`config.mk`:
```
export PLATFORM = sky130hd
export DESIGN_NAME = ddr4CmdMonitor
export DESIGN_NICKNAME = d
export VERILOG_FILES = /design/src/ddr4CmdPkg.sv /design/src/ddr4BusPkg.sv /design/src/ddr4CmdMonitor.sv /design/src/ddr4RankDrive.sv /design/src/ddr4CmdDecode.sv
export VERILOG_INCLUDE_DIRS = /design/src
export SDC_FILE = /design/constraint.sdc
export NUM_CORES = 1
export LEC_CHECK = 0
export BUFFER_PORTS_ARGS = -buffer_cell sky130_fd_sc_hd__buf_2
export CAP_MARGIN = 20
export CORE_UTILIZATION = 35
export DETAILED_ROUTE_END_ITERATION = 7
export PLACE_DENSITY = 0.67
export SYNTH_ARGS = -nofsm -noshare
export SYNTH_HDL_FRONTEND = slang
export SYNTH_SLANG_ARGS = --single-unit
```
`constraint.sdc`:
```
create_clock -name c0_ddr4_ck_t -period 2.11 [get_ports c0_ddr4_ck_t]
set_input_delay 0.422 -clock c0_ddr4_ck_t [delete_from_list [all_inputs] [get_ports c0_ddr4_ck_t]]
set_output_delay 0.422 -clock c0_ddr4_ck_t [all_outputs]
set_load 0.1 [all_outputs]
```
`src/ddr4Monitor_macros.svh`:
```
`ifndef DDR4_MONITOR_MACROS_SVH
`define DDR4_MONITOR_MACROS_SVH

//////////////////////////////
// Bus geometry
//////////////////////////////

// x8 parts, A0..A16
`define DDR4_ADDR_WIDTH 17

// Clamshell pair
`define DDR4_RANKS 2
`define DDR4_CS_WIDTH 1

//////////////////////////////
// Command field
//////////////////////////////

// RAS_n/CAS_n/WE_n share A16..A14
`define DDR4_CMD_MSB 16
`define DDR4_CMD_LSB 14

// Clears A13..A11 on WR and RD
`define DDR4_COL_MASK 17'h1C7FF

`endif
```
`src/ddr4CmdPkg.sv`:
```
`include "ddr4Monitor_macros.svh"

package ddr4CmdPkg;

    // Opcode as seen on A16..A14 with ACT_n high
    typedef enum logic [`DDR4_CMD_MSB-`DDR4_CMD_LSB:0] {
        opMrs      = 3'd0,
        opRef      = 3'd1,
        opPre      = 3'd2,
        opActField = 3'd3,
        opWr       = 3'd4,
        opRd       = 3'd5,
        opZqc      = 3'd6,
        opNop      = 3'd7
    } ddr4Op_t;

    // Decoded command, BAD marks an undefined pattern
    typedef enum logic [3:0] {
        cmdDsel,
        cmdAct,
        cmdMrs,
        cmdRef,
        cmdPre,
        cmdWr,
        cmdRd,
        cmdZqc,
        cmdNop,
        cmdBad
    } ddr4Cmd_t;

endpackage

```
`src/ddr4BusPkg.sv`:
```
`include "ddr4Monitor_macros.svh"

package ddr4BusPkg;

    //////////////////////////////
    // Single bus copy
    //////////////////////////////

    typedef logic [`DDR4_ADDR_WIDTH-1:0] ddr4Adr_t;
    typedef logic [1:0] ddr4Ba_t;
    typedef logic [1:0] ddr4Bg_t;

    // One pin per rank pair
    typedef logic [`DDR4_CS_WIDTH-1:0] ddr4Cs_t;

    //////////////////////////////
    // Per-rank copies
    //////////////////////////////

    typedef ddr4Adr_t [`DDR4_RANKS-1:0] ddr4AdrRank_t;
    typedef ddr4Ba_t [`DDR4_RANKS-1:0] ddr4BaRank_t;
    typedef ddr4Bg_t [`DDR4_RANKS-1:0] ddr4BgRank_t;

endpackage

```
`src/ddr4CmdMonitor.sv`:
```
`include "ddr4Monitor_macros.svh"

module ddr4CmdMonitor
    import ddr4BusPkg::*;
    import ddr4CmdPkg::*;
(
    input  logic         c0_ddr4_ck_t,
    input  logic         arstN,
    input  logic         memResetN,
    input  ddr4Cs_t      csN,
    input  logic         actN,
    input  ddr4Adr_t     adr,
    input  ddr4Ba_t      ba,
    input  ddr4Bg_t      bg,
    output ddr4Cmd_t     cmd,
    output ddr4Adr_t     colAdr,
    output ddr4AdrRank_t rankAdr,
    output ddr4BaRank_t  rankBa,
    output ddr4BgRank_t  rankBg,
    output logic         wrDir
);

    logic colCmd;

    //////////////////////////////
    // Command decode
    //////////////////////////////

    ddr4CmdDecode ddr4CmdDecode_i (
        .c0_ddr4_ck_t (c0_ddr4_ck_t),
        .arstN        (arstN),
        .memResetN    (memResetN),
        .csN          (csN),
        .actN         (actN),
        .adr          (adr),
        .cmd          (cmd),
        .colCmd       (colCmd),
        .colAdr       (colAdr),
        .wrDir        (wrDir)
    );

    //////////////////////////////
    // Rank copies
    //////////////////////////////

    // Rank 1 is mirrored
    ddr4RankDrive #(
        .mirrorOn (1)
    ) ddr4RankDrive_i (
        .c0_ddr4_ck_t (c0_ddr4_ck_t),
        .arstN        (arstN),
        .colCmd       (colCmd),
        .adr          (adr),
        .ba           (ba),
        .bg           (bg),
        .rankAdr      (rankAdr),
        .rankBa       (rankBa),
        .rankBg       (rankBg)
    );

endmodule

```
`src/ddr4RankDrive.sv`:
```
`include "ddr4Monitor_macros.svh"

module ddr4RankDrive
    import ddr4BusPkg::*;
#(
    parameter int mirrorOn = 0
) (
    input  logic         c0_ddr4_ck_t,
    input  logic         arstN,
    input  logic         colCmd,
    input  ddr4Adr_t     adr,
    input  ddr4Ba_t      ba,
    input  ddr4Bg_t      bg,
    output ddr4AdrRank_t rankAdr,
    output ddr4BaRank_t  rankBa,
    output ddr4BgRank_t  rankBg
);

    ddr4AdrRank_t adrD;
    ddr4AdrRank_t adrQ;
    ddr4BaRank_t  baD;
    ddr4BgRank_t  bgD;

    //////////////////////////////
    // Clamshell mirroring
    //////////////////////////////

    function automatic ddr4Adr_t mirrorAdr(input ddr4Adr_t a);
        ddr4Adr_t m;
        m     = a;
        m[3]  = a[4];
        m[4]  = a[3];
        m[5]  = a[6];
        m[6]  = a[5];
        m[7]  = a[8];
        m[8]  = a[7];
        m[11] = a[13];
        m[13] = a[11];
        return m;
    endfunction

    // Odd ranks sit on the back side of the module
    always_comb begin
        for (int r = 0; r < `DDR4_RANKS; r++) begin
            if ((mirrorOn != 0) && (r % 2 == 1)) begin
                adrD[r] = mirrorAdr(adr);
                baD[r]  = {ba[0], ba[1]};
                bgD[r]  = {bg[0], bg[1]};
            end else begin
                adrD[r] = adr;
                baD[r]  = ba;
                bgD[r]  = bg;
            end
        end
    end

    always_ff @(posedge c0_ddr4_ck_t or negedge arstN) begin
        if (!arstN) begin
            adrQ   <= '0;
            rankBa <= '0;
            rankBg <= '0;
        end else begin
            adrQ   <= adrD;
            rankBa <= baD;
            rankBg <= bgD;
        end
    end

    // colCmd is already registered, so mask after the flop
    always_comb begin
        for (int r = 0; r < `DDR4_RANKS; r++) begin
            rankAdr[r] = colCmd ? (adrQ[r] & `DDR4_COL_MASK) : adrQ[r];
        end
    end

endmodule

```
`src/ddr4CmdDecode.sv`:
```
`include "ddr4Monitor_macros.svh"

module ddr4CmdDecode
    import ddr4BusPkg::*;
    import ddr4CmdPkg::*;
(
    input  logic     c0_ddr4_ck_t,
    input  logic     arstN,
    input  logic     memResetN,
    input  ddr4Cs_t  csN,
    input  logic     actN,
    input  ddr4Adr_t adr,
    output ddr4Cmd_t cmd,
    output logic     colCmd,
    output ddr4Adr_t colAdr,
    output logic     wrDir
);

    ddr4Op_t  op;
    ddr4Cmd_t cmdNext;
    logic     colNext;

    //////////////////////////////
    // Command decode
    //////////////////////////////

    assign op = ddr4Op_t'(adr[`DDR4_CMD_MSB:`DDR4_CMD_LSB]);

    always_comb begin
        cmdNext = cmdBad;
        if (&csN) begin
            cmdNext = cmdDsel;
        end else if (!actN) begin
            // Row address sits in A16..A14 here
            cmdNext = cmdAct;
        end else begin
            case (op)
                opMrs:      cmdNext = cmdMrs;
                opRef:      cmdNext = cmdRef;
                opPre:      cmdNext = cmdPre;
                opActField: cmdNext = cmdBad;
                opWr:       cmdNext = cmdWr;
                opRd:       cmdNext = cmdRd;
                opZqc:      cmdNext = cmdZqc;
                opNop:      cmdNext = cmdNop;
            endcase
        end
    end

    assign colNext = (cmdNext == cmdWr) || (cmdNext == cmdRd);

    //////////////////////////////
    // Registered outputs
    //////////////////////////////

    always_ff @(posedge c0_ddr4_ck_t or negedge arstN) begin
        if (!arstN) begin
            cmd    <= cmdDsel;
            colCmd <= 1'b0;
        end else begin
            cmd    <= cmdNext;
            colCmd <= colNext;
        end
    end

    // Burst chop and spare column bits dropped
    always_ff @(posedge c0_ddr4_ck_t) begin
        colAdr <= colNext ? (adr & `DDR4_COL_MASK) : adr;
    end

    // Bus reset wins over the command
    always_ff @(posedge c0_ddr4_ck_t or negedge arstN) begin
        if (!arstN) begin
            wrDir <= 1'b0;
        end else if (!memResetN) begin
            wrDir <= 1'b0;
        end else if (cmdNext == cmdWr) begin
            wrDir <= 1'b1;
        end else if (cmdNext == cmdRd) begin
            wrDir <= 1'b0;
        end
    end

endmodule

```
* Word level (Yosys, flattened, before mapping)
Memory sizes are Yosys's and may differ from the RTL's.
Index checks and enable logic that the tools add are counted.
** Cells by class
- Reductions and logical operators :: 1
- Shifts and indexed selects :: 0
- Add/sub/neg operators :: 0
- Multipliers :: 0
- Multiplexer cells :: 7
- Equality and inequality tests :: 3
- Div/mod/pow operators :: 0
- $lt $le $gt $ge :: 0
- Bitwise logic cells :: 0
** Operators by type and width (count)
- $mux W14 :: 2
- $eq A4 B3 Y1 const B :: 2
- $mux W4 :: 2
- $mux W1 :: 3
- $ne A3 B1 Y1 const B :: 1
- $logic_or A1 B1 Y1 :: 1
** Storage, ports and cells
- Input bits :: 26
- Bits in registers :: 65
- Output and inout port bits :: 64
- Latch bits :: 0
- Bits in writable memories :: 0
- Bits in read-only memories :: 32
- Memories kept :: 1
** Memories
- (no name shown) :: words 8, width 4, read ports 1, clocked after Yosys merged registers in 0, wr ports 0, line ddr4CmdDecode.sv:37 : case (op)

* Logic depth before layout (Yosys ltp)
An unclocked memory read counts as a cell.
- Word-level depth :: 7
- Depth in mapped cells :: 4
- Mapped depth without buffers :: 4

* Modules after synthesis
A second synthesis with hierarchy kept.
** Unflattened totals
- Cell total of the unflattened synthesis :: 108
- Area, all modules :: 1481.4 um2
** By module, submodules not included
- ddr4RankDrive :: instances 1, cells an instance 59, area an instance 807.0 um2
- ddr4CmdDecode :: instances 1, cells an instance 49, area an instance 674.4 um2

* Worst setup path before layout
OpenSTA, ideal clock, no wires.
- Path kind :: register to output
- From :: reg ddr4CmdDecode_i.colCmd
- To :: out rankAdr[28] (netlist bit)
- Data arrival time :: 2247 ps
- Setup slack :: -559 ps
- Stages on the path, launching flop included :: 3
- Data required time :: 1688 ps
- Path buffers :: 1
- Path through :: dfrtp_1 -> nor2b_1 -> buf_4
** RTL lines
- start: declaration :: line ddr4CmdDecode.sv:14 : output logic colCmd,
- start signal: assignment :: line ddr4CmdDecode.sv:62 : colCmd <= colNext;
- end: declaration :: line ddr4CmdMonitor.sv:17 : output ddr4AdrRank_t rankAdr,

==> summary.json <==
{
  "sta": {
    "min_period_over_period_pct": 79.7,
    "timing.max_slew.rel_slack_pct": 60.9,
    "timing_hold_violations_final": 0,
    "achievable-frequency_mhz": 594,
    "fin_setup_tns_ns": 0,
    "setup_viol": 0,
    "fin_skew_ns": 0,
    "worst_slack_ns": 0.427,
    "rsz0062_at_grt": "no",
    "report.final.slew_viol_count": 0,
    "final.hold.worst_slack_ns": 0.129,
    "tightestPinTransition_ns": 0.586,
    "timing.final.crit_period_ns": 1.68
  },
  "synth": {
    "syn-instance-count": 106,
    "yosys_warnings": 0,
    "post-synth-top-count-cell": "buf_4",
    "synth_edf_count": 0,
    "post_synthesis_instance_area_um2": 1460,
    "yosys_register_bits": 44,
    "synth_top_area_cell": "dfrtp_1",
    "synth.avg_cell_area_um2": 13.8,
    "synth_async_sr_flop_share_pct": 61.4,
    "netlist-cell-type-count": 18,
    "synth_flop_cell": "dfrtp_1",
    "synth_top_area_share_pct": 46.4,
    "fraction_of_the_yosys_area_taken_by_sequential_cells_pct": 69.7,
    "syn_nets": 133,
    "synth_top_cells_by_count": "35 x buf_4, 27 x dfrtp_1, 17 x dfxtp_1",
    "synth.area.top_cells": "dfrtp_1 46%, dfxtp_1 23%, buf_4 18%"
  },
  "floorplanning": {
    "floorplan.die_area_um2": 4430,
    "core_um2": 4000,
    "chipHeight_um": 66.5,
    "num_rows": 23,
    "ios": 90,
    "die_width_um": 66.5,
    "initial_utilization_pct": 36.4
  },
  "worst_setup_path": {
    "end_kind": "output pin",
    "cp_slowest_cell": "buf_2",
    "crit_fanout": 3,
    "critical_path_cell_sequence": "nor2b_1 -> buf_2",
    "cp-start-kind": "register",
    "worst_ep_required_time_ns": 1.69,
    "worst-endpoint-arrival_ns": 1.26,
    "worst_path_class_setup": "reg2out",
    "max_stage_delay_ns": 0.44
  },
  "layout": {
    "syn_to_final_growth_pct": 22.1,
    "finish.net_count": 194,
    "layout.cell_area.non_filler_um2": 1780,
    "ff_latch_area_um2": 1020,
    "multi_input_comb_area_um2": 164,
    "num_antenna_cells": 0,
    "final_core_utilization_pct": 44.5,
    "fin_cells": 217,
    "post_route_cells_drive_above_1_share_pct": 58.7,
    "final.fill_count": 383
  },
  "clocking": {
    "post-cts-setup-buffer-count": 0,
    "clock-root-buffer": "clkbuf_8",
    "tritoncts_num_sinks": 44,
    "h_tree_lvl_count": 2,
    "cts.path.max_buffers": 2,
    "worst_setup_hold_path_clk_slew_ns": 0.08,
    "hold_buffers": 0,
    "clkLatencyLatePin_ns": 0.28,
    "cts_tree": "done",
    "numCtsBuffers": 5,
    "post_cts_resize_count": 0
  },
  "drt": {
    "detail_route.iter0.violations": 14,
    "ant_nets": 0,
    "routed_wirelength_um": 2290,
    "average_wire_length_per_cell_after_detail_routing_um": 10.5,
    "drc": 0,
    "via_per_inst": 4.04,
    "vias": 877,
    "dr.pass1.iters": 6
  },
  "grt": {
    "global_route.overflow_total": 0,
    "antenna_found_initial": 0,
    "grt_max_degree": 28,
    "grt_pass1_vias": 789,
    "grt.total_usage_pct": 11.3,
    "grt_pass1_wl_um": 3500
  },
  "power_and_ir_drop": {
    "power-per-cell-area_nw_per_um2": 1110,
    "total_design_power_mw": 1.97,
    "power.static_leakage_nw": 0.948,
    "max-vdd-ir-drop_mv": 0.478
  },
  "placed_design": {
    "detailedPlacementHpwl_um": 1780,
    "place_congestion": 0.649,
    "placed_area_um2": 1700,
    "pre_cts_ws_ns": 0.607,
    "placed_cells_incl_taps": 210,
    "numPortBuffers": 89
  },
  "status": {
    "outcome": "complete, no violations"
  },
  "run": {
    "drv.max_cap_violation_count": 0
  },
  "min_path": {
    "hp-class": "in2async"
  }
}
## worst paths after layout
| check | start | endpoint | slack, ns | depth (start not counted) |
|---|---|---|---|---|
| setup / recovery | ddr4CmdDecode_i.colCmd$_DFF_PN0_ | rankAdr[12] | 0.43 | 2 |
| hold / removal | arstN | ddr4CmdDecode_i.cmd[0]$_DFF_PN0_ | 0.13 | 1 |
| setup reg to reg | ddr4CmdDecode_i.wrDir$_DFFE_PN0P_ | ddr4CmdDecode_i.wrDir$_DFFE_PN0P_ | 1.34 | 2 |
| hold reg to reg | ddr4CmdDecode_i.wrDir$_DFFE_PN0P_ | ddr4CmdDecode_i.wrDir$_DFFE_PN0P_ | 0.63 | 2 |
| max in group asynchronous | arstN | ddr4RankDrive_i.rankBg[0]$_DFF_PN0_ | 1.58 | 1 |
| min in group c0_ddr4_ck_t | ba[1] | ddr4RankDrive_i.rankBa[2]$_DFF_PN0_ | 0.24 | 1 |
## final cells by class
cell class	count	area share, %
multi-input combinational	23	9.21
clock buffer	7	4.29
tap	50	3.52
timing repair buffer	89	25.0
sequential	44	57.1
inverter	4	0.844
## where the power goes
part | internal, mW | switching (mW) | leakage (nW)
Clock | 0.228 | 0.241 | 0.0383
Combinational | 0.0717 | 0.537 | 0.441
Sequential | 0.881 | 0.0136 | 0.469
Total | 1.18 | 0.791 | 0.948
## logic make-up after synthesis
group,Yosys count,share of synthesized area [%]
xor gates and xnor gates,1,0.601
and+or+nand+nor,14,6.01
muxes,1,0.687
buffers and inverters,39,19.1
DFF,44,69.7
adders and majority gates,1,0.858
AOI/OAI and AO/OA,6,3.09
## per-layer routing
layer,GRT usage [%],up-vias,wire [um]
met2,17.3,60,1080
met4,3.99,0,17
met5,0,-,0
li1,-,415,-
met1,12.6,399,918
met3,7.02,3,268
## layout by cell type (no fill, tap or decap), drive strengths merged
cell type  netlist  routed
a211oi           1       1
a21oi            3       3
and2             3       3
and3b            1       1
and4bb           1       1
buf             35      89
clkbuf           0       7
dfrtp           27      27
dfxtp           17      17
ha               1       1
inv              4       4
mux2i            1       1
nand2b           1       1
nor2             5       5
nor2b            3       3
o21ai            2       2
xnor2            1       1
## flip-flops by register name, indices dropped and copies added, names as in the netlist
signal	cells
ddr4CmdDecode_i.cmd	4
ddr4CmdDecode_i.colAdr	17
ddr4CmdDecode_i.colCmd	1
ddr4CmdDecode_i.wrDir	1
ddr4RankDrive_i.adrQ	17
ddr4RankDrive_i.rankBa	2
ddr4RankDrive_i.rankBg	2
## critical path, delay by kind of cell, from the launching register on
family,cells,cell delay (ns)
buffers and inverters,1,0.44
flip-flops,1,0.40
AND/OR/NAND/NOR,1,0.14
No activity file was read; power rests on OpenSTA's default activity.
